<file path="config.mk">
export PLATFORM = sky130hd
export DESIGN_NAME = reg_file
export DESIGN_NICKNAME = d
export VERILOG_FILES = /design/src/rtl/reg_file.sv
export SDC_FILE = /design/constraint.sdc
export NUM_CORES = 2
export LEC_CHECK = 0
export CORE_ASPECT_RATIO = 1.2
export CORE_MARGIN = 4
export CORE_UTILIZATION = 45
export CTS_CLUSTER_SIZE = 20
export DETAILED_ROUTE_END_ITERATION = 6
export DONT_BUFFER_PORTS = 1
export SLEW_MARGIN = 20
export SYNTH_ARGS = -nofsm -noshare
export SYNTH_HDL_FRONTEND = slang
export SYNTH_SLANG_ARGS = --single-unit
export TNS_END_PERCENT = 5
</file>
<file path="constraint.sdc">
create_clock -name clk -period 2.28 [get_ports clk]
set_input_delay 0.114 -clock clk [delete_from_list [all_inputs] [get_ports clk]]
set_output_delay 0.114 -clock clk [all_outputs]
set_load 0.01 [all_outputs]
</file>
<file path="src/rtl/reg_file.sv">
`default_nettype none

module reg_file (
    input  logic        clk,
    input  logic        rst_n,
    input  logic [4:0]  raddr1,
    input  logic [4:0]  raddr2,
    output logic [63:0] rdata1,
    output logic [63:0] rdata2,
    input  logic        we,
    input  logic [4:0]  waddr,
    input  logic [63:0] wdata
);

    logic [63:0] regs [1:31];  // x0 has no storage

    always_ff @(posedge clk or negedge rst_n) begin
        if (!rst_n) begin
            for (int i = 1; i < 32; i++) begin
                regs[i] <= '0;
            end
        end else if (we && waddr != 5'd0) begin
            regs[waddr] <= wdata;
        end
    end

    // x0 reads zero, same-cycle write is passed straight through
    function automatic logic [63:0] read_port(input logic [4:0] ra);
        if (ra == 5'd0) begin
            return '0;
        end else if (we && waddr == ra) begin
            return wdata;
        end
        return regs[ra];
    endfunction

    always_comb rdata1 = read_port(raddr1);
    always_comb rdata2 = read_port(raddr2);

    // the result stage filters rd == 0 before asking for a write
    a_no_x0_write: assert property (@(posedge clk) disable iff (!rst_n) !(we && waddr == 5'd0));

endmodule

`default_nettype wire

</file>
==> results.tsv <==
metric	value	unit
Synth Net Count	8169	
cells taking the most area after synthesis	dfrtp_1, mux2_2, mux2i_1, mux4_2, o22ai_1	
initial antenna violation count	27	
Worst Hold Class	in -> reg	
area share of the largest cell type after synthesis	0.4585	
Seq pwr share	0.445	
crit end category	output port	
global router's overall resource usage	0.3179	
Die Y	545.4	um
Vias/cell	6.769	
max reg flops	1984	
CP Class	reg -> out	
Pre-antenna DRT Iters	6	
first-pass GRT wire length	583900	um
Die Footprint	248600	um2
outcome	finished with violations	
CP max FO	2	
Net count, final	8253	
cell area after synthesis	108300	um2
WP data required	2.17	ns
Placed Cells	10970	
yosys warns	0	
# rows	197	
maximum VDD drop	0.0006627	V
max-slew violations	0	
share of cells above drive strength 1	0.4438	
Comb pwr share	0.221	
Initial Util	0.4515	
Setup-failing EPs final	128	
async set-or-reset flop fraction in the synthesized netlist	1.000	
Antenna Violating Nets Remaining	0	
Critical Path AT	2.91	ns
Synth Area per Inst	13.39	um2
Tmin final	3.023	ns
sw frac	0.2846	
Setup WS post-layout	-0.7432	ns
Reg with most FFs	regs	
GPL Wtd Cong	0.8213	
fmax	330.8	MHz
DP HPWL	230200	um
Post-Synthesis Cells	8087	
Main synth FF type	dfrtp_1	
Psw	30.24	mW
Startpoint Class	flop	
I/O pins	210	
Regs by FF count	regs: 1984 flops	
register area share after synthesis	0.4585	
Rel. slew slack	0.2261	
total leakage power	55.72	nW
Worst-Margin Slew	1.161	ns
Vias	78100	
Internal	76.02	mW
vias in the first global route	80240	
Residual DRC	0	
fin crit share	1.326	
final wirelength	407200	um
RSZ-0062 raised after global routing	yes	
area leader, netlist	dfrtp_1	
final non-filler cell total	11540	
Clock power frac	0.334	
failing checks	setup timing	
hold_ws	0.03566	ns
GRT overflow	0	
Reg clk slew, reported paths	0.06	ns
Design Power	106.3	mW
max cap viols	0	
clk_lat worst skew	0.89	ns
final core utilization	0.5250	
#FFs+latches synth	1984	
CTS Buffer Depth	4	
chip width	455.8	um
pwr/cell area	843.9	nW/um2
clk root buf	clkbuf_16	
H-Tree Depth	4	
worst clock skew	0	ns
Netlist cell types	54	
Routed WL per cell	35.29	um
CTS tree	built	
clk sink count	1984	
EDFF count, synth	0	
CTS buffer count	211	
Final Hold Vio Count	0	
Reg2Reg Setup Slack	0.91	ns
area delta synth->final	16.27	%
DRT iter0 DRCs	7963	
# port buffers	0	
pin count of the biggest net entering global routing	279	
Core Area	239800	um2
## cell usage in the layout (no fill, tap or decap), drive strengths merged, types with 3 or more instances in the layout
cell and n:
a211oi 64, a221oi 129, a31oi 4, a32o 64, buf 637, bufbuf 21
bufinv 17, clkbuf 309, clkinv 44, dfrtp 1984, diode 24, dlygate4sd3 92
inv 12, mux2 2179, mux2i 1081, mux4 384, nand2 86, nand2b 5
nand3 8, nand3b 3, nand4 3, nor2 86, nor2b 69, nor3 323
o21ai 62, o221ai 62, o22ai 505, o41ai 64, or2 3, or3 3
xnor2 7
## Yosys cell counts, types with 4 or more instances
master       n
mux2_2    2135
dfrtp_1   1984
mux2i_1   1081
o22ai_1    505
clkbuf_1   414
mux4_2     384
nor3_1     321
buf_2      276
a221oi_1   129
buf_4       79
buf_6       77
nand2_1     77
nor2_1      76
nor2b_1     69
a211oi_1    64
a32o_1      64
o41ai_1     64
o21ai_0     62
o221ai_1    62
mux2_1      44
buf_1       30
nand2_2      9
nand3_1      8
xnor2_1      7
nor2_4       6
nand2b_1     5
a31oi_1      4
clkbuf_4     4
nor2_2       4
## power groups by stage
stage                     logic (mW)  registers [mW]  clock network (mW)
after floorplan                 16.2            46.0                   0
after global placement          21.2            47.1                   0
after detailed placement        21.7            47.7                   0
after CTS                       23.1            47.0                35.8
after global routing            25.1            48.1                37.3
final                           23.5            47.3                35.4
## worst max-delay path, cell delays in order (launching register included)
cell and delay, ns:
dfrtp_1 0.39, mux4_2 0.47, mux2_4 0.29, a211oi_4 0.42, o41ai_4 0.23, buf_4 0.20
## final timing paths
kind | startpoint | endpoint | cells past startpoint
setup / recovery | regs[1033] | rdata1[9] | 5
hold / removal | wdata[59] | regs[1275] | 2
setup reg to reg | regs[1270] | regs[1270] | 2
hold reg to reg | regs[1273] | regs[1273] | 1
max in group asynchronous | rst_n | regs[1747] | 4
min in group asynchronous | rst_n | regs[1438] | 3
## routing by layer
layer	GRT usage	vias to the layer above	wire length, um
li1	-	31210	-
met1	0.4095	41650	159400
met2	0.5036	4025	187200
met3	0.06929	1191	35580
met4	0.1681	18	24870
met5	0	-	121
## final cells by class
type	count	area, um2
multi-input cells	5212	55340
clock buffers	304	6121
well taps	3184	3984
flip-flops and latches	1984	49650
repair buffers	755	9911
inverters	7	41.29
clock inverters	68	800.8
diodes	24	60.06
fillers	20020	113900
## cells by family after synthesis
group	after synthesis	share of synthesized area
compound gates	965	0.06415
xor+xnor	7	0.0005662
buf+inv	891	0.04275
flops	1984	0.4585
mux	3644	0.4064
simple gates	596	0.02771
## through the flow
step	setup TNS, ns	area [um2]	setup WS [ns]
2_1_floorplan	0	108300	0.3594
3_3_place_gp	-155.05	115400	-1.857
3_5_place_dp	-124.73	115600	-1.825
4_1_cts	-73.73	125100	-0.7597
5_1_grt	-74.38	125900	-0.7774
6_report	-66.35	125900	-0.7432
## timing repair
action                                  in CTS  in global routing
endpoints found under the setup margin     128                129
pin swaps                                   18                 63
setup buffers                                9                  0
gates resized for setup                     60                122
hold endpoints to repair                  3968                649
hold buffers                               119                 21
cloned                                      27                  3
Note: power is estimated with default switching activity, not from simulation.
