$ cat src/rtl/rv_isa_pkg.sv
`default_nettype none

package rv_isa_pkg;

    typedef logic [63:0] xlen_t;      // one data word
    typedef logic [4:0]  reg_addr_t;  // register index
    typedef logic [31:0] instr_t;     // raw instruction word
    typedef logic [6:0]  opcode_t;
    typedef logic [2:0]  funct3_t;
    typedef logic [6:0]  funct7_t;

    // major opcodes handled by the decoder
    localparam opcode_t OP_REG  = 7'b0110011;
    localparam opcode_t OP_IMM  = 7'b0010011;
    localparam opcode_t OP_LUI  = 7'b0110111;
    localparam opcode_t OP_LOAD = 7'b0000011;

    localparam funct3_t F3_ADD = 3'b000;  // also SUB and ADDI
    localparam funct3_t F3_SLT = 3'b010;
    localparam funct3_t F3_XOR = 3'b100;
    localparam funct3_t F3_OR  = 3'b110;
    localparam funct3_t F3_AND = 3'b111;
    localparam funct3_t F3_LD  = 3'b011;  // 64-bit load

    localparam funct7_t F7_BASE = 7'b0000000;
    localparam funct7_t F7_ALT  = 7'b0100000;  // selects SUB

endpackage

`default_nettype wire

$ cat src/rtl/result_stage.sv
`default_nettype none

module result_stage
    import rv_isa_pkg::*;
(
    input  logic      clk,
    input  logic      rst_n,
    input  logic      ex_done,
    input  logic      ex_illegal,
    input  reg_addr_t ex_rd,
    input  xlen_t     ex_result,
    output logic      rf_we,
    output reg_addr_t rf_waddr,
    output xlen_t     rf_wdata,
    output logic      ret_valid,
    output logic      ret_illegal,
    output reg_addr_t ret_rd,
    output xlen_t     ret_data
);

    always_ff @(posedge clk or negedge rst_n) begin
        if (!rst_n) begin
            ret_valid <= 1'b0;
            rf_we     <= 1'b0;
        end else begin
            ret_valid <= ex_done;                                   // one pulse per result
            rf_we     <= ex_done && !ex_illegal && ex_rd != '0;     // x0 and illegal drop out
        end
    end

    always_ff @(posedge clk) begin
        if (ex_done) begin
            ret_rd      <= ex_rd;
            ret_data    <= ex_illegal ? '0 : ex_result;
            ret_illegal <= ex_illegal;
        end
    end

    // the retire record doubles as the write port
    assign rf_waddr = ret_rd;
    assign rf_wdata = ret_data;

endmodule

`default_nettype wire

$ cat config.mk
export PLATFORM = sky130hd
export DESIGN_NAME = result_stage
export DESIGN_NICKNAME = d
export VERILOG_FILES = /design/src/rtl/rv_isa_pkg.sv /design/src/rtl/result_stage.sv
export SDC_FILE = /design/constraint.sdc
export NUM_CORES = 1
export LEC_CHECK = 0
export BUFFER_PORTS_ARGS = -buffer_cell sky130_fd_sc_hd__clkbuf_2
export CELL_PAD_IN_SITES_DETAIL_PLACEMENT = 1
export CELL_PAD_IN_SITES_GLOBAL_PLACEMENT = 1
export CORE_MARGIN = 1.5
export CORE_UTILIZATION = 33
export DETAILED_ROUTE_END_ITERATION = 10
export MAX_ROUTING_LAYER = met4
export PLACE_DENSITY = 0.85
export SLEW_MARGIN = 10
export SYNTH_ARGS = -nofsm -noshare
export SYNTH_HDL_FRONTEND = slang
export SYNTH_SLANG_ARGS = --single-unit
$ cat constraint.sdc
create_clock -name clk -period 1.65 [get_ports clk]
set_input_delay 0.33 -clock clk [delete_from_list [all_inputs] [get_ports clk]]
set_output_delay 0.33 -clock clk [all_outputs]
set_load 0.01 [all_outputs]
==> flow_metrics.tcl <==
set metrics [dict create \
    min-delay-start "ex_rd[1]" \
    grt_antenna_before_repair 0 \
    share_comb_of_total_power 0.140 \
    worstPathRequired_ns 1.32 \
    vias 2074 \
    numCtsBuffers 9 \
    grt_pass1_wl_um 10200 \
    rows 35 \
    wl_per_cell_um 14.3 \
    clkPwrFrac 0.354 \
    holdBufCountCts 1 \
    finalMaxSlewViolations 0 \
    design_area_um2 4080 \
    numPortBuffers 213 \
    hpwl_um 5420 \
    synth_compound_area_frac 0.00158 \
    die_w_um 101 \
    crit_cells 1 \
    post-route-period-util 0.749 \
    track_usage 0.138 \
    ant_nets 0 \
    slowest_delay_ns 0.42 \
    cts_setup_buffers 0 \
    synth_cell_types 10 \
    ctsLongestPathBuffers 2 \
    holdPathEnd "ret_rd[1]" \
    cp_top_family "flip-flops" \
    postSynth.asyncResetShare 0.0278 \
    slew_headroom 0.732 \
    grt_pass1_vias 1985 \
    worst_ir_drop_vdd_mv 0.437 \
    path_clk_slew_ns 0.08 \
    ys.flop_type "edfxtp_1" \
    tightest_slew_ns 0.403 \
    crit_type "reg2out" \
    cpMaxStageDelayCell "edfxtp_1" \
    crit_path_start_kind "register" \
    hold-path-cell-count 1 \
    syn-cell-area_um2 3160 \
    synth_fp_nets 289 \
    finalSetupViolCount 0 \
    dr.pass1.iters 4 \
    routed_wl_um 7150 \
    avgSynthCellArea_um2 14.6 \
    grt_max_degree 73 \
    gp_congestion 0.684 \
    synth_area_leaders "edfxtp_1 66%, buf_4 16%, nor2b_1 13%" \
    min_path_type "in2reg" \
    grt_remaining_overflow 0 \
    synth_top_family_by_area "buffers and inverters" \
    clkSinkCount 72 \
    crit_chain "clkbuf_2" \
    synthTopCellsByCount "70 x edfxtp_1, 69 x buf_4, 64 x nor2b_1, 6 x buf_6, 2 x dfrtp_1" \
    tritoncts "yes" \
    ctsResizeCount 0 \
    power.density_nw_per_um2 1090 \
    maxCapViolCount 0 \
    seq_area_frac_synth 0.680 \
    yosysTopAreaCellShare 0.665 \
    switchingPower_mw 1.05 \
    fin_nets 440 \
    cts_root_buffer "clkbuf_8" \
    drive_above_1_share 0.618 \
    dieHeight_um 101 \
    placed_area_um2 3840 \
    crit_arrival_ns 0.91 \
    synth-adder-area-share 0 \
    yosys_warnings 0 \
    synth_cells 216 \
    swShare 0.238 \
    rsz0062_at_grt "no" \
    utilization 0.439 \
    synth_edf_count 70 \
    max_clock_freq_mhz 809 \
    core_area_um2 9280 \
    drtIter0Drc 29 \
    timing.setup.tns_ns 0 \
    ys_ff_latch 72 \
    fin_crit_ns 1.24 \
    io_pins 214 \
    die_area_um2 10200 \
    worstPathMaxFanout 2 \
    diodes 0 \
    path_buf_inv 1 \
    area_growth_pct 29.0 \
    initial_core_util 0.341 \
    p_seq_frac 0.507 \
    crit_path_end_kind "output pin" \
    hold_viol_final 0 \
    synth_mux_area_frac 0 \
    synth.most_common_cell "edfxtp_1" \
    htreeDepth 3 \
    leakage_nw 1.86 \
    p_int_mw 3.38 \
    viasPerCell 4.14 \
    yosys.area_share.simple 0.131 \
    synth-xor-area-share 0 \
    drc_errors 0 \
    outcome "finished, final reports clean" \
    synth_area_leader_cell "edfxtp_1" \
]
[placed cells by master, fill, tap and decap left out]
| master | n |
|---|---|
| nor3_1 | 1 |
| nand2b_1 | 1 |
| nor2b_1 | 64 |
| dfrtp_1 | 2 |
| clkinv_1 | 1 |
| nor2_1 | 1 |
| a21oi_1 | 1 |
| buf_12 | 2 |
| clkbuf_2 | 212 |
| clkbuf_8 | 11 |
| edfxtp_1 | 70 |
| clkinvlp_4 | 2 |
| dlygate4sd3_1 | 1 |
| bufinv_16 | 2 |
| buf_2 | 1 |
[power groups by stage]
stage                     Combinational, mW  Sequential (mW)  Clock, mW
after floorplan                       0.340             2.35          0
after global placement                0.611             2.28          0
after detailed placement              0.628             2.29          0
after CTS                             0.631             2.25       1.63
after global routing                  0.671             2.26       1.69
final                                 0.619             2.25       1.57
[worst max-delay path by stage]
stage	start	to	slack [ns]
after floorplan	ret_rd[0]	rf_waddr[0]	0.74
after detailed placement	ex_done	rf_we	0.49
after CTS	ret_rd[1]	ret_rd[1]	0.39
final	ret_data[33]	ret_data[33]	0.41
after global placement	ex_done	rf_we	0.53
after global routing	ret_data[33]	ret_data[33]	0.36
[layout make-up]
cell class | instances | area (µm²)
well taps | 129 | 161
multi-input cells | 68 | 420
fillers | 1047 | 5200
flip-flops and latches | 72 | 2150
repair buffers | 216 | 1120
clock inverters | 5 | 78.8
clock buffers | 11 | 151
[cells by family (layout without fill, tap and decap cells)]
logic type | Yosys count | after routing
AOI/OAI and AO/OA | 1 | 1
buffers and inverters | 76 | 232
DFF | 72 | 72
and+or+nand+nor | 67 | 67
[per-stage QoR]
step	std cells	setup slack [ns]	total power [mW]	hold WS [ns]
6_report	501	0.414	4.43	0.198
5_1_grt	501	0.360	4.63	0.174
4_1_cts	501	0.386	4.51	0.173
3_5_place_dp	484	0.493	2.92	0.121
3_3_place_gp	484	0.527	2.89	0.116
2_1_floorplan	216	0.742	2.69	0.0344
[registers in the layout (all words and copies together) (netlist names)]
| name | cells |
|---|---|
| ret_rd | 5 |
| ret_illegal | 1 |
| ret_data | 64 |
| ret_valid | 1 |
| rf_we | 1 |
[routing by layer]
layer  global-route usage  up-vias  share of wire
met5                    -        -              0
met4               0.0577        0          0.018
met3               0.0326       13          0.072
met2                0.243      117           0.54
met1                0.148      994           0.37
li1                     -      950              -
No activity file was read; power rests on OpenSTA's default activity.
