File: src/rtl/rv_isa_pkg.sv
`default_nettype none

package rv_isa_pkg;

    typedef logic [63:0] xlen_t;      // one data word
    typedef logic [4:0]  reg_addr_t;  // register index
    typedef logic [31:0] instr_t;     // raw instruction word
    typedef logic [6:0]  opcode_t;
    typedef logic [2:0]  funct3_t;
    typedef logic [6:0]  funct7_t;

    // major opcodes handled by the decoder
    localparam opcode_t OP_REG  = 7'b0110011;
    localparam opcode_t OP_IMM  = 7'b0010011;
    localparam opcode_t OP_LUI  = 7'b0110111;
    localparam opcode_t OP_LOAD = 7'b0000011;

    localparam funct3_t F3_ADD = 3'b000;  // also SUB and ADDI
    localparam funct3_t F3_SLT = 3'b010;
    localparam funct3_t F3_XOR = 3'b100;
    localparam funct3_t F3_OR  = 3'b110;
    localparam funct3_t F3_AND = 3'b111;
    localparam funct3_t F3_LD  = 3'b011;  // 64-bit load

    localparam funct7_t F7_BASE = 7'b0000000;
    localparam funct7_t F7_ALT  = 7'b0100000;  // selects SUB

endpackage

`default_nettype wire

File: src/rtl/hazard_stall.sv
`default_nettype none

module hazard_stall
    import rv_isa_pkg::*;
(
    input  logic      clk,
    input  logic      rst_n,
    input  logic      instr_valid,
    input  reg_addr_t rs1,
    input  reg_addr_t rs2,
    input  logic      uses_rs1,
    input  logic      uses_rs2,
    input  logic      ex_valid,
    input  logic      ex_is_load,
    input  logic      ex_busy,
    input  reg_addr_t ex_rd,
    output logic      go
);

    logic      run_q;     // low until the first edge after reset
    logic      ld_ret_q;  // a load is in the result stage this cycle
    reg_addr_t ld_rd_q;   // its destination
    logic      ex_hit;
    logic      ret_hit;
    logic      stall;

    // decode source against the instruction in execute
    assign ex_hit = (ex_rd != '0) &&
                    ((uses_rs1 && rs1 == ex_rd) || (uses_rs2 && rs2 == ex_rd));

    // decode source against a load that just left execute
    assign ret_hit = (ld_rd_q != '0) &&
                     ((uses_rs1 && rs1 == ld_rd_q) || (uses_rs2 && rs2 == ld_rd_q));

    assign stall = instr_valid && ((ex_valid && ex_hit) || (ld_ret_q && ret_hit));
    assign go    = run_q && !ex_busy && !stall;

    always_ff @(posedge clk or negedge rst_n) begin
        if (!rst_n) begin
            run_q    <= 1'b0;
            ld_ret_q <= 1'b0;
        end else begin
            run_q    <= 1'b1;
            ld_ret_q <= ex_valid && ex_is_load && !ex_busy;  // load leaving execute
        end
    end

    always_ff @(posedge clk) begin
        ld_rd_q <= ex_rd;
    end

    // a dependent instruction is held through the cycle its load retires
    a_hold_after_load: assert property (@(posedge clk) disable iff (!rst_n)
        (instr_valid && ex_valid && ex_is_load && !ex_busy && ex_hit)
        |=> !(go && instr_valid && $stable(rs1) && $stable(rs2)));

endmodule

`default_nettype wire

File: config.mk
export PLATFORM = sky130hd
export DESIGN_NAME = hazard_stall
export DESIGN_NICKNAME = d
export VERILOG_FILES = /design/src/rtl/rv_isa_pkg.sv /design/src/rtl/hazard_stall.sv
export SDC_FILE = /design/constraint.sdc
export NUM_CORES = 1
export LEC_CHECK = 0
export ABC_CLOCK_PERIOD_IN_PS = 2000
export BUFFER_PORTS_ARGS = -buffer_cell sky130_fd_sc_hd__buf_4
export CAP_MARGIN = 20
export CORE_MARGIN = 2
export CORE_UTILIZATION = 30
export CTS_BUF_LIST = sky130_fd_sc_hd__clkbuf_2 sky130_fd_sc_hd__clkbuf_4 sky130_fd_sc_hd__clkbuf_8
export DETAILED_ROUTE_END_ITERATION = 16
export REMOVE_ABC_BUFFERS = 1
export SYNTH_ARGS = -nofsm -noshare
export SYNTH_HDL_FRONTEND = slang
export SYNTH_SLANG_ARGS = --single-unit
File: constraint.sdc
create_clock -name clk -period 2 [get_ports clk]
set_clock_uncertainty 0.2 [all_clocks]
set_input_delay 0.4 -clock clk [delete_from_list [all_inputs] [get_ports clk]]
set_output_delay 0.4 -clock clk [all_outputs]
set_load 0.01 [all_outputs]
==> run_results.csv, run 1 <==
group,metric,value,unit
status,status,"finished with violations",
yosys,synthMostInstantiatedCell,"xor2_1",
yosys,avgSynthCellArea,9.90,sq um
worst_setup_path,crit_chain,"or4_4 > o211ai_2 > a21oi_2 > nor4b_2 > buf_4",
sta,final-setup-viol-count,1,
die,pin_count,24,
global_route,grt_pass1_wl,2.07,mm
global_route,gr-total-overflow,0,
cts,cts.path.max_buffers,2,
worst_setup_path,timing.critical_path.buf_inv,1,
placement,dpl_cell_area,712,sq um
sta,rsz0062_at_grt,"yes",
placement,hpwl,1.08,mm
yosys,synth_edf_count,0,
yosys,yosys_warnings,0,
global_route,grt_max_degree,5,
route,routed_wl,1.22,mm
cts,cts_tree,"yes",
yosys,synthCells,45,
cts,cts_root_buf,"clkbuf_4",
sta,fin_crit_sh,1.15,
cts,clock-sinks,7,
placement,portBuffers,23,
yosys,ys_seq_elements,7,
min_path,hold_class,"primary input to register",
layout,nets,107,
yosys,yosysTopAreaCell,"xor2_1",
layout,n_antenna_cell,0,
yosys,synth_top_area_frac,0.315,
pwr,power_density,527,mW/mm^2
die,die_w,42.5,um
layout,stdcell_area,762,sq um
die,start_util,0.330,
pwr,ir_drop,0.330,mV
pwr,p_leak,0.349,nW
cts,clk_pin_slew_worst_paths,0.05,ns
worst_setup_path,cpPeakStageDelay,0.53,ns
sta,slew_violations,0,
route,drt_first_iter_violations,13,
die,core-area,0.00135,sq mm
yosys,synthArstFlopShare,0.286,
global_route,antenna_found_initial,0,
route,post-route-drc-count,0,
die,rows,13,
yosys,synth-seq-area-share,0.337,
worst_setup_path,required,1.40,ns
die,die_area,0.00181,sq mm
route,viasPerCell,4.71,
worst_setup_path,criticalPathCategory,"register to output port",
worst_setup_path,cp_top_family,"simple AND/OR/NAND/NOR gates",
sta,layout_setup_ws,-0.293,ns
pwr,total_power,402,uW
status,violations,"setup timing",
layout,fill_cells,137,
worst_setup_path,worst_setup_path_start_kind,"register",
placement,place_congestion,0.769,
yosys,ys.flop_type,"dfxtp_1",
sta,hold_violations,0,
cts,htree_levels,1,
worst_setup_path,critPathCapture,"go",
sta,min_period,2.29,ns
worst_setup_path,crit_path_start,"ld_rd_q[1]",
sta,fmax,436,MHz
route,ant_nets,0,
global_route,grt_pass1_vias,492,
cts,cts_buffers,3,
worst_setup_path,end_kind,"output port",
yosys,synth_common_cells,"xor2_1 (16), dfxtp_1 (5), nand3_1 (4), nor4_1 (4), xnor2_1 (4)",
worst_setup_path,worstPathMaxFanout,2,
worst_setup_path,cp.arrival,1.69,ns
route,num_vias,462,
yosys,yosys.cell_types.count,15,
job,drv_cap,0,
worst_setup_path,cp_slowest_cell,"or4_4",
worst_setup_path,crit_cells,5,
die,fp.dieH,42.5,um
route,wire_per_inst,12.4,um
global_route,grt_util_all_layers,0.155,
yosys,synth.cell_area,445,sq um
yosys,synth_area_leaders,"xor2_1 (31%), dfxtp_1 (22%), dfrtp_1 (11%)",
route,firstDrtPassIters,4,
layout,final_layout_size_suffix_gt1_frac,0.506,
layout,area_growth,71.1,%
-- routing by layer --
metal / GRT usage / routed length [um] / vias up
met2: 0.268 / 634 / 15
li1: - / - / 236
met1: 0.182 / 527 / 209
met5: 0 / 0 / -
met4: 0.113 / 17 / 0
met3: 0 / 38 / 2
-- power by group --
| part | switching (mW) | internal (mW) | total, mW |
|---|---|---|---|
| clock network | 0.0486 | 0.0894 | 0.138 |
| logic | 0.0435 | 0.0667 | 0.110 |
| registers | 0.00562 | 0.148 | 0.153 |
-- final cells by class --
type / count / area, sq um / share of cell area
Clock buffer: 4 / 30.0 / 0.0394
Tap cell: 15 / 18.8 / 0.0246
Timing Repair Buffer: 34 / 258 / 0.338
Multi-Input combinational cell: 38 / 305 / 0.401
Sequential cell: 7 / 150 / 0.197
-- sequential cells by signal, indices dropped and copies added (netlist names) --
name	cells
ld_rd_q	5
run_q	1
ld_ret_q	1
-- stage by stage --
stage	utilization	setup TNS (ns)	worst slack, ns	std cells	hold slack [ns]
floorplan	-	-0.0361	-0.0361	45	-0.0956
global placement	0.527	-0.251	-0.251	93	-0.0175
detailed placement	0.527	-0.268	-0.268	93	-0.0140
CTS	0.560	-0.306	-0.306	98	0.0902
global route	0.564	-0.370	-0.370	98	0.0941
finish	0.564	-0.293	-0.293	98	0.0986
-- cell families (layout without fill, tap and decap cells) --
logic type                Yosys count  count (layout)  synth area share
buffers and inverters               0              38                 0
AOI/OAI and AO/OA                   4               4            0.0674
and+or+nand+nor                    13              13             0.194
other                               1               1           0.00842
xor gates and xnor gates           20              20             0.393
DFF                                 7               7             0.337
-- worst min-delay path by stage --
stage,startpoint,endpoint,slack [ns],cells after the start
finish,ex_rd[2],ld_rd_q[2],0.1,1
global route,ex_rd[2],ld_rd_q[2],0.09,1
CTS,ex_rd[2],ld_rd_q[2],0.09,1
detailed placement,rst_n,ld_ret_q,-0.01,1
global placement,rst_n,ld_ret_q,-0.02,1
floorplan,rst_n,ld_ret_q,-0.1,0
-- layout by cell type (no fill, tap or decap) --
master and count:
dlygate4sd3_1 1, a21oi_2 1, dfxtp_1 5, nand2_1 1
o211ai_2 1, or4_1 1, a21oi_1 1, dfrtp_1 2
xor2_1 16, o211ai_1 1, or4_4 1, nor2_1 1
nor4b_2 1, xnor2_1 4, buf_4 33, nor4_2 1
nor4_1 3, conb_1 1, clkbuf_4 4, nand3_1 4
-- repair_timing --
| item | in CTS | in global routing |
|---|---|---|
| hold buffers | 1 | 0 |
| endpoints found under the hold margin | 2 | 0 |
| setup buffers | 0 | 0 |
| resized for setup | 1 | 1 |
| setup endpoints to repair | 1 | 1 |
No activity file was read; power rests on OpenSTA's default activity.
==> run 2: changes to the inputs <==
Settings changed: SKIP_CTS_REPAIR_TIMING from default to 1.
==> run_results.csv, run 2 (synthesis gave the netlist of run 1 again) <==
group,metric,value,unit
pwr,power.switching,97.7,uW
sta,min_period,2.29,ns
route,post-route-drc-count,0,
global_route,grt_util_all_layers,0.151,
pwr,power_density,530,mW/mm^2
job,drv_cap,0,
die,rows,13,
route,ant_nets,0,
global_route,gr-total-overflow,0,
layout,fin_cells,98,
layout,area_growth,70.2,%
global_route,grt_pass1_wl,2.01,mm
die,pin_count,24,
placement,hpwl,1.08,mm
pwr,swShare,0.243,
layout,nets,107,
worst_setup_path,cp_slowest_cell,"or4_4",
cts,htree_levels,1,
placement,place_congestion,0.769,
route,routed_wl,1.22,mm
layout,final_common_cell,"buf_4",
placement,portBuffers,23,
die,die_area,0.00181,sq mm
layout,fill_cells,137,
pwr,p_leak,0.349,nW
worst_setup_path,worstPathMaxFanout,2,
sta,fin_crit_sh,1.15,
global_route,grt_pass1_vias,483,
global_route,grt_max_degree,5,
sta,layout_setup_ws,-0.291,ns
cts,cts_buffers,3,
layout,multi_input_area,302,sq um
sta,fmax,436,MHz
die,start_util,0.330,
cts,cts_tree,"yes",
sta,hold_violations,0,
sta,whs,0.0996,ns
pwr,p_int,304,uW
worst_setup_path,crit_chain,"or4_4 > o211ai_2 > a21oi_1 > nor4b_2 > buf_4",
layout,ff_latch_area,150,sq um
worst_setup_path,worst_setup_path_start_kind,"register",
pwr,pwr-share-comb,0.274,
layout,n_antenna_cell,0,
layout,top_register,"ld_rd_q",
worst_setup_path,cp_top_family,"simple AND/OR/NAND/NOR gates",
sta,slew_violations,0,
min_path,hold_class,"primary input to register",
status,violations,"setup timing",
cts,cts_root_buf,"clkbuf_4",
status,status,"finished with violations",
worst_setup_path,end_kind,"output port",
worst_setup_path,cp.arrival,1.69,ns
pwr,ir_drop,0.330,mV
die,fp.dieH,42.5,um
cts,clock-sinks,7,
worst_setup_path,required,1.40,ns
worst_setup_path,criticalPathCategory,"register to output port",
placement,dp.cells,93,
cts,clk_pin_slew_worst_paths,0.05,ns
layout,final_cell_mix,"buf_4 (33), xor2_1 (16), dfxtp_1 (5)",
cts,cts.path.max_buffers,2,
global_route,antenna_found_initial,0,
route,num_vias,459,
sta,rsz0062_at_grt,"yes",
route,viasPerCell,4.68,
pwr,seqPwrFrac,0.382,
sta,final-setup-viol-count,1,
layout,largestRegisters,"ld_rd_q: 5 flops, ld_ret_q: 1 flops, run_q: 1 flops",
layout,largest_reg_flops,5,
route,firstDrtPassIters,2,
worst_setup_path,timing.critical_path.buf_inv,1,
die,core-area,0.00135,sq mm
layout,final_layout_size_suffix_gt1_frac,0.494,
die,die_w,42.5,um
route,wire_per_inst,12.5,um
pwr,clkPwrFrac,0.344,
route,drt_first_iter_violations,14,
worst_setup_path,cpPeakStageDelay,0.53,ns
==> run 2: cell counts in the layout (fill, tap and decap cells not counted) <==
No cell type changed its count.
==> run 2: power by group through the flow <==
stage,sequential [mW],combinational (mW),clock (mW)
global placement,0.155,0.105,0
CTS,0.153,0.107,0.144
global route,0.154,0.120,0.152
detailed placement,0.156,0.107,0
floorplan,0.156,0.0358,0
finish,0.153,0.110,0.138
==> run 2: routing by layer <==
layer	GRT usage	part of all wire
met1	0.171	0.44
met2	0.268	0.52
met3	0	0.025
met4	0.113	0.014
met5	0	0
==> run 2: area by class of cell <==
type	count	area share
Clock buffer	4	0.0396
Multi-Input combinational cell	38	0.398
Sequential cell	7	0.198
Tap cell	15	0.0248
Timing Repair Buffer	34	0.340
==> run 2: path summary, 6_finish.rpt <==
kind	from	to	slack, ns	depth (start not counted)
max	ld_rd_q[1]	go	-0.29	5
min	ex_rd[2]	ld_rd_q[2]	0.1	1
max in group asynchronous	rst_n	ld_ret_q	1.23	2
min in group asynchronous	rst_n	run_q	0.28	2
==> run 2: stage by stage <==
| step | power (mW) | setup TNS, ns | setup slack, ns | utilization | area [sq um] |
|---|---|---|---|---|---|
| 5_1_grt | 0.426 | -0.358 | -0.358 | 0.562 | 758 |
| 4_1_cts | 0.405 | -0.306 | -0.306 | 0.550 | 742 |
| 3_5_place_dp | 0.263 | -0.268 | -0.268 | 0.527 | 712 |
| 2_1_floorplan | 0.191 | -0.0361 | -0.0361 | - | 445 |
| 6_report | 0.402 | -0.291 | -0.291 | 0.562 | 758 |
| 3_3_place_gp | 0.261 | -0.251 | -0.251 | 0.527 | 712 |
==> run 3: changes to the inputs <==
--- a/config.mk
+++ b/config.mk
@@ -13,4 +13,5 @@
 export CTS_BUF_LIST = sky130_fd_sc_hd__clkbuf_2 sky130_fd_sc_hd__clkbuf_4 sky130_fd_sc_hd__clkbuf_8
 export DETAILED_ROUTE_END_ITERATION = 16
+export PLACE_DENSITY = 0.6
 export REMOVE_ABC_BUFFERS = 1
 export SKIP_CTS_REPAIR_TIMING = 1
==> constraint.sdc (replaced) <==
create_clock -name clk -period 2 [get_ports clk]
set_clock_uncertainty 0.2 [all_clocks]
set_input_delay 0.4 -clock clk [delete_from_list [all_inputs] [get_ports clk]]
set_output_delay 0.4 -clock clk [all_outputs]
set_load 0.1 [all_outputs]
==> run_results.csv, run 3 (synthesis gave the netlist of run 1 again) <==
group,metric,value,unit
route,routed_wl,1.22,mm
pwr,ir_drop,0.398,mV
layout,top_register,"ld_rd_q",
die,die_w,42.5,um
layout,final_core_util,0.556,
route,ant_nets,0,
sta,layout_setup_ws,-0.452,ns
sta,hold_violations,0,
layout,final_cell_mix,"buf_4 (31), xor2_1 (16)",
die,pin_count,24,
pwr,p_leak,0.344,nW
worst_setup_path,worstPathMaxFanout,2,
global_route,grt_pass1_vias,492,
layout,nets,106,
cts,cts_tree,"yes",
worst_setup_path,worst_setup_path_start_kind,"register",
placement,portBuffers,23,
min_path,hold_start,"ex_rd[2]",
route,post-route-drc-count,0,
layout,n_antenna_cell,0,
placement,pre_cts_slack,-0.421,ns
sta,final-setup-viol-count,1,
route,drt_first_iter_violations,5,
placement,hpwl,1.11,mm
route,firstDrtPassIters,4,
die,start_util,0.330,
layout,largest_reg_flops,5,
sta,rsz0062_at_grt,"yes",
status,violations,"setup timing",
sta,min_period,2.45,ns
min_path,hold_path_depth,1,
status,status,"finished with violations",
layout,final_common_cell,"buf_4",
layout,stdcell_area,751,sq um
cts,clk_pin_slew_worst_paths,0.06,ns
layout,largestRegisters,"ld_rd_q: 5 flops, ld_ret_q: 1 flops, run_q: 1 flops",
layout,fin_cells,97,
worst_setup_path,criticalPathCategory,"register to output port",
worst_setup_path,end_kind,"output port",
cts,cts.path.max_buffers,2,
sta,fin_crit_sh,1.23,
cts,htree_levels,1,
layout,area_growth,68.5,%
die,die_area,0.00181,sq mm
die,fp.dieH,42.5,um
die,core-area,0.00135,sq mm
global_route,gr-total-overflow,0,
pwr,power_density,522,mW/mm^2
route,wire_per_inst,12.6,um
min_path,min_to,"ld_rd_q[2]",
sta,slew_violations,0,
job,drv_cap,0,
pwr,total_power,392,uW
route,viasPerCell,4.72,
placement,place_congestion,0.778,
global_route,grt_util_all_layers,0.148,
global_route,antenna_found_initial,0,
cts,cts_root_buf,"clkbuf_4",
cts,cts_buffers,3,
cts,clock-sinks,7,
die,rows,13,
global_route,grt_pass1_wl,1.96,mm
layout,final_layout_size_suffix_gt1_frac,0.500,
route,num_vias,458,
placement,dp.cells,92,
worst_setup_path,required,1.40,ns
global_route,grt_max_degree,6,
placement,dpl_cell_area,704,sq um
sta,fmax,408,MHz
worst_setup_path,cp.arrival,1.85,ns
min_path,hold_class,"primary input to register",
run 3: power breakdown:
group	switching (mW)	internal (mW)	total (mW)
Sequential	0.00502	0.148	0.153
Clock	0.0503	0.0729	0.123
Combinational	0.0502	0.0659	0.116
Total	0.105	0.286	0.392
run 3: per-layer routing:
metal	up-vias	routed length (um)	GRT usage
met5	-	0	0
met3	2	44	0
met2	14	643	0.265
li1	231	-	-
met4	0	19	0.0938
met1	211	511	0.174
run 3: through the flow:
stage,TNS [ns],hold slack (ns)
2_1_floorplan,-1.43,-0.0956
3_3_place_gp,-0.422,-0.0177
3_5_place_dp,-0.421,-0.0137
4_1_cts,-0.501,-0.282
5_1_grt,-0.514,0.103
6_report,-0.452,0.111
run 3: worst max path at each step:
stage                    start  to  slack (ns)
floorplan             ex_rd[3]  go       -1.43
global placement      ex_rd[3]  go       -0.42
detailed placement    ex_rd[3]  go       -0.42
CTS                 ld_rd_q[1]  go       -0.50
global route        ld_rd_q[1]  go       -0.51
finish              ld_rd_q[1]  go       -0.45
run 3: critical path, cell delays in order (launching register included):
cell	delay [ns]
dfxtp_2	0.32
or4_4	0.53
o211ai_2	0.17
a21oi_2	0.05
nor4b_2	0.27
buf_6	0.26
run 3: layout make-up:
cell class	count	area [sq um]
fill	137	599
tap	15	18.8
timing repair buffer	33	254
sequential	7	151
multi-input combinational	38	299
clock buffer	3	22.5
clock inverter	1	5.00
