### config.mk
export PLATFORM = sky130hd
export DESIGN_NAME = id_decode
export DESIGN_NICKNAME = d
export VERILOG_FILES = /design/src/rtl/rv_isa_pkg.sv /design/src/rtl/core_ctrl_pkg.sv /design/src/rtl/id_decode.sv
export SDC_FILE = /design/constraint.sdc
export NUM_CORES = 1
export LEC_CHECK = 0
export BUFFER_PORTS_ARGS = -buffer_cell sky130_fd_sc_hd__buf_2
export CORE_MARGIN = 8
export CORE_UTILIZATION = 37
export DETAILED_ROUTE_END_ITERATION = 10
export PLACE_DENSITY = 0.91
export SYNTH_ARGS = -nofsm -noshare
export SYNTH_HDL_FRONTEND = slang
export SYNTH_SLANG_ARGS = --single-unit
### constraint.sdc
create_clock -name vclk -period 3.3
set_input_delay 0.33 -clock vclk [all_inputs]
set_output_delay 0.33 -clock vclk [all_outputs]
set_load 0.02 [all_outputs]
### src/rtl/rv_isa_pkg.sv
`default_nettype none

package rv_isa_pkg;

    typedef logic [63:0] xlen_t;      // one data word
    typedef logic [4:0]  reg_addr_t;  // register index
    typedef logic [31:0] instr_t;     // raw instruction word
    typedef logic [6:0]  opcode_t;
    typedef logic [2:0]  funct3_t;
    typedef logic [6:0]  funct7_t;

    // major opcodes handled by the decoder
    localparam opcode_t OP_REG  = 7'b0110011;
    localparam opcode_t OP_IMM  = 7'b0010011;
    localparam opcode_t OP_LUI  = 7'b0110111;
    localparam opcode_t OP_LOAD = 7'b0000011;

    localparam funct3_t F3_ADD = 3'b000;  // also SUB and ADDI
    localparam funct3_t F3_SLT = 3'b010;
    localparam funct3_t F3_XOR = 3'b100;
    localparam funct3_t F3_OR  = 3'b110;
    localparam funct3_t F3_AND = 3'b111;
    localparam funct3_t F3_LD  = 3'b011;  // 64-bit load

    localparam funct7_t F7_BASE = 7'b0000000;
    localparam funct7_t F7_ALT  = 7'b0100000;  // selects SUB

endpackage

`default_nettype wire

### src/rtl/core_ctrl_pkg.sv
`default_nettype none

package core_ctrl_pkg;

    // operation carried from decode into execute
    typedef enum logic [2:0] {
        ALU_ADD   = 3'd0,
        ALU_SUB   = 3'd1,
        ALU_AND   = 3'd2,
        ALU_OR    = 3'd3,
        ALU_XOR   = 3'd4,
        ALU_SLT   = 3'd5,
        ALU_PASSB = 3'd6   // LUI immediate or loaded word
    } alu_op_e;

    // load port of the execute stage
    typedef enum logic [1:0] {
        LD_IDLE = 2'd0,  // no bus cycle
        LD_WAIT = 2'd1,  // cyc/stb up, waiting for ack
        LD_DONE = 2'd2   // data captured, result valid
    } ld_state_e;

endpackage

`default_nettype wire

### src/rtl/id_decode.sv
`default_nettype none

module id_decode
    import rv_isa_pkg::*;
    import core_ctrl_pkg::*;
(
    input  instr_t    instr,
    output reg_addr_t rs1,
    output reg_addr_t rs2,
    output reg_addr_t rd,
    output logic      uses_rs1,
    output logic      uses_rs2,
    output xlen_t     imm,
    output alu_op_e   alu_op,
    output logic      is_load,
    output logic      illegal
);

    opcode_t opcode;
    funct3_t f3;
    funct7_t f7;
    xlen_t   imm_i;
    xlen_t   imm_u;
    logic    ok;

    assign opcode = instr[6:0];
    assign f3     = instr[14:12];
    assign f7     = instr[31:25];
    assign imm_i  = {{52{instr[31]}}, instr[31:20]};
    assign imm_u  = {{32{instr[31]}}, instr[31:12], 12'b0};

    always_comb begin
        ok       = 1'b1;
        uses_rs1 = 1'b0;
        uses_rs2 = 1'b0;
        imm      = '0;
        alu_op   = ALU_ADD;
        is_load  = 1'b0;
        case (opcode)
            OP_REG: begin
                uses_rs1 = 1'b1;
                uses_rs2 = 1'b1;
                case (f3)
                    F3_ADD:  alu_op = (f7 == F7_ALT) ? ALU_SUB : ALU_ADD;
                    F3_SLT:  alu_op = ALU_SLT;
                    F3_XOR:  alu_op = ALU_XOR;
                    F3_OR:   alu_op = ALU_OR;
                    F3_AND:  alu_op = ALU_AND;
                    default: ok = 1'b0;
                endcase
                // only SUB may use the alternate funct7
                if (f7 != F7_BASE && !(f7 == F7_ALT && f3 == F3_ADD)) ok = 1'b0;
            end
            OP_IMM: begin
                uses_rs1 = 1'b1;
                imm      = imm_i;
                case (f3)
                    F3_ADD:  alu_op = ALU_ADD;
                    F3_XOR:  alu_op = ALU_XOR;
                    F3_OR:   alu_op = ALU_OR;
                    F3_AND:  alu_op = ALU_AND;
                    default: ok = 1'b0;  // SLTI and shifts not supported
                endcase
            end
            OP_LUI: begin
                imm    = imm_u;
                alu_op = ALU_PASSB;
            end
            OP_LOAD: begin
                uses_rs1 = 1'b1;
                imm      = imm_i;      // address offset
                alu_op   = ALU_PASSB;  // result is the loaded word
                is_load  = 1'b1;
                if (f3 != F3_LD) ok = 1'b0;
            end
            default: ok = 1'b0;
        endcase
        if (!ok) begin
            uses_rs1 = 1'b0;
            uses_rs2 = 1'b0;
            is_load  = 1'b0;
        end
    end

    assign illegal = !ok;
    assign rs1     = uses_rs1 ? instr[19:15] : '0;
    assign rs2     = uses_rs2 ? instr[24:20] : '0;
    assign rd      = ok ? instr[11:7] : '0;  // illegal word targets x0

endmodule

`default_nettype wire

==> qor.yml, run 1 <==
outcome:
  status: "completed"
cts:
  cts_hold_buf: 0
  cts_resized: 0
  postCtsSetupRepairBufs: 0
global_routing:
  antenna_found_initial: 0
  grt_pass1_vias: 1149
  grt_max_degree: 34
  grt_first_pass_wirelength_um: 5340
  gr-total-overflow: 0
  grt_usage: 0.141
cells_and_area:
  nClkBuffers: 0
  antenna_cells: 0
  final_util: 0.523
  nets: 254
  fin_cells: 250
  ff_latch_area_um2: 0
  drive_gt1_frac: 0.591
  final_cell_mix: "buf_2, a21o_1, and2_1, nand2_1, a21oi_1"
  final_common_cell: "buf_2"
  area_growth_pct: 37.3
  seq_cell_count: 0
drt:
  viasPerCell: 4.76
  routed_wl_um: 3510
  drt_iter0_drc: 63
  via_count: 1189
  firstDrtPassIters: 4
  wl_per_cell_um: 14.0
  drc: 0
  ant_nets: 0
power_and_ir_drop:
  p_switching_mw: 0.0449
  powerDensity_nw_per_um2: 59.2
  p_seq_frac: 0
  power_leakage_nw: 0.967
  irDropWorstVdd_v: 0.0000423
  power_mw: 0.0753
  switching_share: 0.597
  clkPwrFrac: 0
  p_int_mw: 0.0303
  comb_power_share: 1.000
setup_path:
  crit_top_cell: "buf_2"
  cp-end-kind: "primary output"
  critPathMaxFanout: 20
  critPathTopFamily: "simple AND/OR/NAND/NOR gates"
  crit_buf_inv: 3
  crit_slowest_cell: "and2_1"
  start_kind: "input port"
  slowest_delay_ns: 0.58
  path_class: "input port to primary output"
  crit_required_ns: 2.97
  crit_arrival_ns: 2.04
  crit_chain: "buf_2, nand4bb_1, nor3_1, buf_4, and2_1, a21o_2, buf_2"
synthesis:
  synth_cells: 143
  syn-mean-instance-area_um2: 6.47
  ys_types: 30
  seq_area_frac_synth: 0
  yosysWarnings: 0
  netlist_area_um2: 926
  syn-num-nets: 175
sta:
  finalCritPeriodShare: 0.717
  holdWs_ns: 0.980
  finalHoldViolCount: 0
  grt_setup_unrepaired: "no"
  tightest_slew_ns: 0.685
  drv_slew: 0
  setup_viol: 0
  post-route-min-period_ns: 2.37
  fmax_mhz: 423
  tns_ns: 0
  maxSlewHeadroom: 0.543
placement:
  gp_congestion: 0.806
  dp_cells: 250
  portBuffers: 118
  dp_hpwl_um: 2960
floorplan:
  core_um2: 2430
  start_util: 0.381
  die_h_um: 66.0
  die_w_um: 66.0
  io_pins: 118
  die-area_um2: 4360
  row_count: 18
hold_path:
  hold_class: "input port to primary output"
flow_run:
  drv_cap: 0
-- cells in the mapped netlist --
library cell / n / area, um^2
nand2_1: 16 / 60.1
o21a_1: 2 / 15.0
nor4b_1: 1 / 8.76
and3_1: 1 / 6.26
nor4_2: 1 / 12.5
o32ai_1: 1 / 8.76
a21o_2: 1 / 8.76
and2_1: 16 / 100
nand4bb_1: 1 / 11.3
nand4b_1: 1 / 8.76
a31oi_1: 2 / 12.5
a21oi_1: 8 / 40.0
o41a_1: 1 / 11.3
a2bb2oi_1: 1 / 8.76
nor4bb_1: 1 / 10.0
nor3_1: 5 / 25.0
buf_6: 2 / 22.5
a21bo_2: 1 / 10.0
a21oi_2: 6 / 52.6
o21ai_0: 1 / 5.00
nor4_1: 1 / 6.26
clkbuf_1: 6 / 22.5
buf_4: 32 / 240
nand3_1: 1 / 5.00
or3_1: 2 / 12.5
or3b_1: 1 / 8.76
nor2_1: 4 / 15.0
a21o_1: 19 / 143
inv_1: 4 / 15.0
buf_2: 4 / 20.0
-- kinds of logic after synthesis --
family	after synthesis	share of synthesized area
simple gates	52	0.314
compound gates	43	0.341
buf+inv	48	0.346
-- power groups by stage --
stage	logic, mW	clock network, mW	registers (mW)
3_3_place_gp	0.0735	0	0
2_1_floorplan	0.0470	0	0
6_report	0.0753	0	0
4_1_cts	0.0757	0	0
5_1_grt	0.0832	0	0
3_5_place_dp	0.0754	0	0
-- final timing paths --
kind	to	from	depth (start not counted)	slack [ns]
worst max-delay path	imm[12]	instr[6]	7	0.93
worst min-delay path	rd[0]	instr[7]	4	0.98
-- through the flow --
| step | setup slack (ns) | cell area, um^2 |
|---|---|---|
| 5_1_grt | 0.707 | 1270 |
| 2_1_floorplan | 0.897 | 926 |
| 3_5_place_dp | 0.909 | 1270 |
| 3_3_place_gp | 0.974 | 1270 |
| 6_report | 0.934 | 1270 |
| 4_1_cts | 0.914 | 1270 |
-- area by class of cell --
cell class,instances,area (um^2)
Timing Repair Buffer,121,613
Inverter,4,15.0
Multi-Input combinational cell,95,606
Tap cell,30,37.5
Fill cell,269,1160
-- layer usage --
| metal | global-route usage | vias to the layer above | part of all wire | routed length, um |
|---|---|---|---|---|
| li1 | - | 614 | - | - |
| met1 | 0.150 | 518 | 0.37 | 1280 |
| met2 | 0.275 | 57 | 0.52 | 1810 |
| met3 | 0.0441 | 0 | 0.12 | 415 |
| met4 | 0.00533 | 0 | 0 | 0 |
| met5 | 0 | - | 0 | 0 |
No activity file was read; power rests on OpenSTA's default activity.
==> inputs of run 2 (changes only) <==
ABC_AREA = 1   (was default)
CORE_UTILIZATION = 33   (was 37)
PLACE_DENSITY = 0.84   (was 0.91)
clock period = 2.2 ns   (was 3.3 ns; I/O delays follow)
==> qor.yml, run 2 <==
sta:
  drv_slew: 0  # unchanged
  fmax_mhz: 587
  tightest_slew_ns: 0.337  # was 0.685 ns
  fin_ws_ns: 0.498  # was 0.934 ns
  tns_ns: 0  # unchanged
  maxSlewHeadroom: 0.775  # was 0.543
  finalCritPeriodShare: 0.774
  setup_viol: 0  # unchanged
  post-route-min-period_ns: 1.70
  finalHoldViolCount: 0  # unchanged
  grt_setup_unrepaired: "no"  # unchanged
synthesis:
  synth_fa_ha_area_frac: 0  # unchanged
  syn-num-nets: 196  # was 175
  yosys.area.top_type_share: 0.267  # was 0.259
  synthXorXnorAreaFrac: 0  # unchanged
  ys_top_cells_by_count: "buf_4, inv_1, nor2_1, o21ai_0, nand2_1"  # was buf_4, a21o_1, and2_1, nand2_1, a21oi_1
  synth_cells: 164  # was 143
  synth_area_leaders: "buf_4, inv_1, o21ai_0, nor2_1, nor2_2"  # was buf_4, a21o_1, and2_1, nand2_1, a21oi_2
  synthSimpleGateAreaFrac: 0.427  # was 0.314
  synth_top_family_by_area: "simple AND/OR/NAND/NOR gates"  # was buffers and inverters
  yosysMostFrequentCell: "buf_4"  # unchanged
  yosysWarnings: 0  # unchanged
  yosys.area.top_type: "buf_4"  # unchanged
  seq_area_frac_synth: 0  # unchanged
  synth-compound-area-share: 0.146  # was 0.341
  syn-mean-instance-area_um2: 5.49  # was 6.47 um^2
  netlist_area_um2: 900  # was 926 um^2
  muxShareOfSynthArea: 0  # unchanged
  ys_types: 21  # was 30
cts:
  postCtsSetupRepairBufs: 0  # unchanged
  cts_resized: 0  # unchanged
  cts_hold_buf: 0  # unchanged
setup_path:
  path_class: "input port to primary output"  # unchanged
  crit_required_ns: 1.98  # was 2.97 ns
  crit_arrival_ns: 1.48  # was 2.04 ns
  start_kind: "input port"  # unchanged
  cp-end-kind: "primary output"  # unchanged
  critPathMaxFanout: 13  # was 20
drt:
  ant_nets: 0  # unchanged
  routed_wl_um: 3440  # was 3510 um
  via_count: 1255  # was 1189
  drt_iter0_drc: 25  # was 63
  viasPerCell: 4.50  # was 4.76
  firstDrtPassIters: 4  # unchanged
  wl_per_cell_um: 12.3  # was 14.0 um
  drc: 0  # unchanged
cells_and_area:
  nClkBuffers: 0  # unchanged
  final_cell_mix: "buf_2, inv_1, nor2_1"  # was buf_2, a21o_1, and2_1, nand2_1, a21oi_1
  area_growth_pct: 43.5  # was 37.3%
  seq_cell_count: 0  # unchanged
  ff_latch_area_um2: 0  # unchanged
  drive_gt1_frac: 0.601  # was 0.591
  antenna_cells: 0  # unchanged
  nets: 282  # was 254
  final_common_cell: "buf_2"  # unchanged
  final_util: 0.485  # was 0.523
placement:
  gp_congestion: 0.891  # was 0.806
  portBuffers: 118  # unchanged
  pre_cts_slack_ns: 0.507  # was 0.909 ns
  dp_hpwl_um: 3090  # was 2960 um
hold_path:
  hp-start: "instr[10]"  # was instr[7]
  hold_path_depth: 4  # unchanged
  hold-path-endpoint: "rd[3]"  # was rd[0]
  hold_class: "input port to primary output"  # unchanged
global_routing:
  antenna_found_initial: 0  # unchanged
  gr-total-overflow: 0  # unchanged
  grt_usage: 0.120  # was 0.141
  grt_pass1_vias: 1093  # was 1149
  grt_first_pass_wirelength_um: 4700  # was 5340 um
  grt_max_degree: 34  # unchanged
outcome:
  status: "completed"  # unchanged
floorplan:
  die_h_um: 68.2  # was 66.0 um
  core_um2: 2660  # was 2430 um^2
  die-area_um2: 4650  # was 4360 um^2
  start_util: 0.338  # was 0.381
  io_pins: 118  # unchanged
  die_w_um: 68.2  # was 66.0 um
  row_count: 19  # was 18
power_and_ir_drop:
  power_mw: 0.107  # was 0.0753 mW
  power_leakage_nw: 1.04  # was 0.967 nW
  powerDensity_nw_per_um2: 82.7  # was 59.2 nW/um^2
  irDropWorstVdd_v: 0.0000470  # was 0.0000423 V
flow_run:
  drv_cap: 0  # unchanged
## run 2: final cells by class
type / instances / area [um^2]
Fill cell: 298 / 1370
Inverter: 34 / 128
Multi-Input combinational cell: 94 / 519
Tap cell: 31 / 38.8
Timing Repair Buffer: 120 / 606
## run 2: critical path: stages
cell and delay, ns:
buf_2 0.10, nand2_1 0.08, nor2_4 0.14, nand2_1 0.24
buf_4 0.26, nand3_1 0.08, o21ai_0 0.08, a21oi_1 0.10
buf_2 0.17
## run 2: cells by family (layout without fill, tap and decap cells)
kind of cell           Yosys count  in the layout
AO/OA/AOI/OAI                   25             25
buffers and inverters           70            154
AND/OR/NAND/NOR                 69             69
## run 2: how the worst max path moves through the flow
stage	start	endpoint	slack [ns]	cells past startpoint
6_report	instr[5]	alu_op[0]	0.50	9
5_1_grt	instr[1]	alu_op[0]	0.33	9
4_1_cts	instr[1]	alu_op[0]	0.50	9
3_5_place_dp	instr[1]	alu_op[0]	0.51	9
3_3_place_gp	instr[1]	alu_op[2]	0.52	8
2_1_floorplan	instr[1]	imm[32]	0.03	6
## run 2: per-stage QoR
step	hold slack, ns	area, um^2	std cells
6_report	0.768	1290	279
5_1_grt	0.796	1290	279
4_1_cts	0.771	1290	279
3_5_place_dp	0.772	1290	279
3_3_place_gp	0.772	1290	279
2_1_floorplan	0.546	903	164
## run 2: power breakdown
part | internal (mW) | total, mW | switching, mW
logic | 0.0400 | 0.107 | 0.0668
registers | 0 | 0 | 0
clock network | 0 | 0 | 0
total | 0.0400 | 0.107 | 0.0668
## run 2: per-layer routing
metal / global-route usage / vias up / part of all wire
met4: 0.00512 / 0 / 0
met1: 0.139 / 540 / 0.35
met2: 0.230 / 81 / 0.50
li1: - / 634 / -
met5: 0 / - / 0
met3: 0.0262 / 0 / 0.15
==> inputs of run 3 (changes only) <==
clock period = 1.65 ns   (was 2.2 ns; I/O delays follow)
==> qor.yml, run 3 (synthesis results as in run 2) <==
floorplan:
  core_um2: 2660  # unchanged
  start_util: 0.338  # unchanged
  io_pins: 118  # unchanged
  die_h_um: 68.2  # unchanged
  die-area_um2: 4650  # unchanged
  row_count: 19  # unchanged
  die_w_um: 68.2  # unchanged
sta:
  finalCritPeriodShare: 0.891
  post-route-min-period_ns: 1.47
  fmax_mhz: 680
  tightest_slew_ns: 0.251  # was 0.337 ns
  grt_setup_unrepaired: "no"  # unchanged
  tns_ns: 0  # unchanged
  maxSlewHeadroom: 0.833  # was 0.775
  drv_slew: 0  # unchanged
  holdWs_ns: 0.656  # was 0.768 ns
  setup_viol: 0  # unchanged
  finalHoldViolCount: 0  # unchanged
global_routing:
  gr-total-overflow: 0  # unchanged
  grt_max_degree: 34  # unchanged
  grt_pass1_vias: 1133  # was 1093
  antenna_found_initial: 0  # unchanged
  grt_first_pass_wirelength_um: 4960  # was 4700 um
  grt_usage: 0.126  # was 0.120
setup_path:
  setup.worst_path.end: "imm[47]"  # was alu_op[0]
  path_class: "input port to primary output"  # unchanged
  start_kind: "input port"  # unchanged
  crit_chain: "buf_2, nand2_1, nor2_4, nand2_1, buf_12, a21oi_4, buf_12, buf_2"  # was buf_2, nand2_1, nor2_4, nand2_1, buf_4, nand3_1, o21ai_0, a21oi_1, buf_2
  cp-end-kind: "primary output"  # unchanged
  crit_slowest_cell: "buf_2"  # was buf_4
  slowest_delay_ns: 0.18  # was 0.26 ns
  crit_arrival_ns: 1.30  # was 1.48 ns
  critPathMaxFanout: 33  # was 13
  crit_required_ns: 1.48  # was 1.98 ns
  cp-startpoint: "instr[5]"  # unchanged
power_and_ir_drop:
  clkPwrFrac: 0  # about the same
  switching_share: 0.623  # was 0.625
  power_leakage_nw: 1.05  # was 1.04 nW
  powerDensity_nw_per_um2: 109  # was 82.7 nW/um^2
  irDropWorstVdd_v: 0.0000707  # was 0.0000470 V
  p_switching_mw: 0.0900  # was 0.0668 mW
  comb_power_share: 1.000  # about the same
  p_int_mw: 0.0544  # was 0.0400 mW
  p_seq_frac: 0  # about the same
cells_and_area:
  area_growth_pct: 47.1  # was 43.5%
  nClkBuffers: 0  # unchanged
  antenna_cells: 0  # unchanged
  final_common_cell: "buf_2"  # unchanged
  seq_cell_count: 0  # unchanged
  nets: 282  # unchanged
  final_cell_mix: "buf_2, inv_1, nor2_1"  # unchanged
  drive_gt1_frac: 0.601  # unchanged
  ff_latch_area_um2: 0  # unchanged
drt:
  via_count: 1220  # was 1255
  firstDrtPassIters: 4  # unchanged
  ant_nets: 0  # unchanged
  routed_wl_um: 3500  # was 3440 um
  drc: 0  # unchanged
  viasPerCell: 4.37  # was 4.50
  drt_iter0_drc: 31  # was 25
  wl_per_cell_um: 12.5  # was 12.3 um
outcome:
  status: "completed"  # unchanged
cts:
  cts_hold_buf: 0  # unchanged
  cts_resized: 0  # unchanged
  postCtsSetupRepairBufs: 0  # unchanged
placement:
  dp_hpwl_um: 3070  # was 3090 um
  gp_congestion: 0.818  # was 0.891
  portBuffers: 118  # unchanged
hold_path:
  hold_class: "input port to primary output"  # unchanged
flow_run:
  drv_cap: 0  # unchanged
-- run 3: worst min-delay path by stage --
stage | slack, ns | cells past startpoint | startpoint | to
global route | 0.68 | 4 | instr[8] | rd[1]
global placement | 0.65 | 4 | instr[9] | rd[2]
CTS | 0.66 | 4 | instr[9] | rd[2]
floorplan | 0.44 | 2 | instr[7] | rd[0]
detailed placement | 0.66 | 4 | instr[9] | rd[2]
finish | 0.66 | 4 | instr[8] | rd[1]
-- run 3: critical path, delay by kind of cell --
family	cells	cell delay (ns)
buf+inv	4	0.63
simple gates	3	0.35
compound gates	1	0.15
-- run 3: area by class of cell --
| type | count | area, um^2 |
|---|---|---|
| fill | 290 | 1340 |
| timing repair buffer | 120 | 631 |
| multi-input combinational | 94 | 527 |
| inverter | 34 | 128 |
| tap | 31 | 38.8 |
-- run 3: per-stage QoR --
stage	instances	setup WS, ns	area, um^2	power (mW)	utilization
after detailed placement	279	0.170	1320	0.145	0.497
after global routing	279	0.0524	1320	0.162	0.497
final	279	0.180	1320	0.144	0.497
after global placement	279	0.193	1320	0.144	0.497
after CTS	279	0.169	1320	0.146	0.497
after floorplan	164	-0.0304	916	0.0865	-
-- run 3: layer usage --
| metal | up-vias | part of all wire | global-route usage |
|---|---|---|---|
| li1 | 635 | - | - |
| met1 | 512 | 0.36 | 0.143 |
| met2 | 73 | 0.49 | 0.245 |
| met3 | 0 | 0.15 | 0.0262 |
| met4 | 0 | 0 | 0.00512 |
| met5 | - | 0 | 0 |
-- run 3: power by group through the flow --
stage	registers, mW	clock network, mW	logic [mW]
global route	0	0	0.162
CTS	0	0	0.146
detailed placement	0	0	0.145
finish	0	0	0.144
global placement	0	0	0.144
floorplan	0	0	0.0865
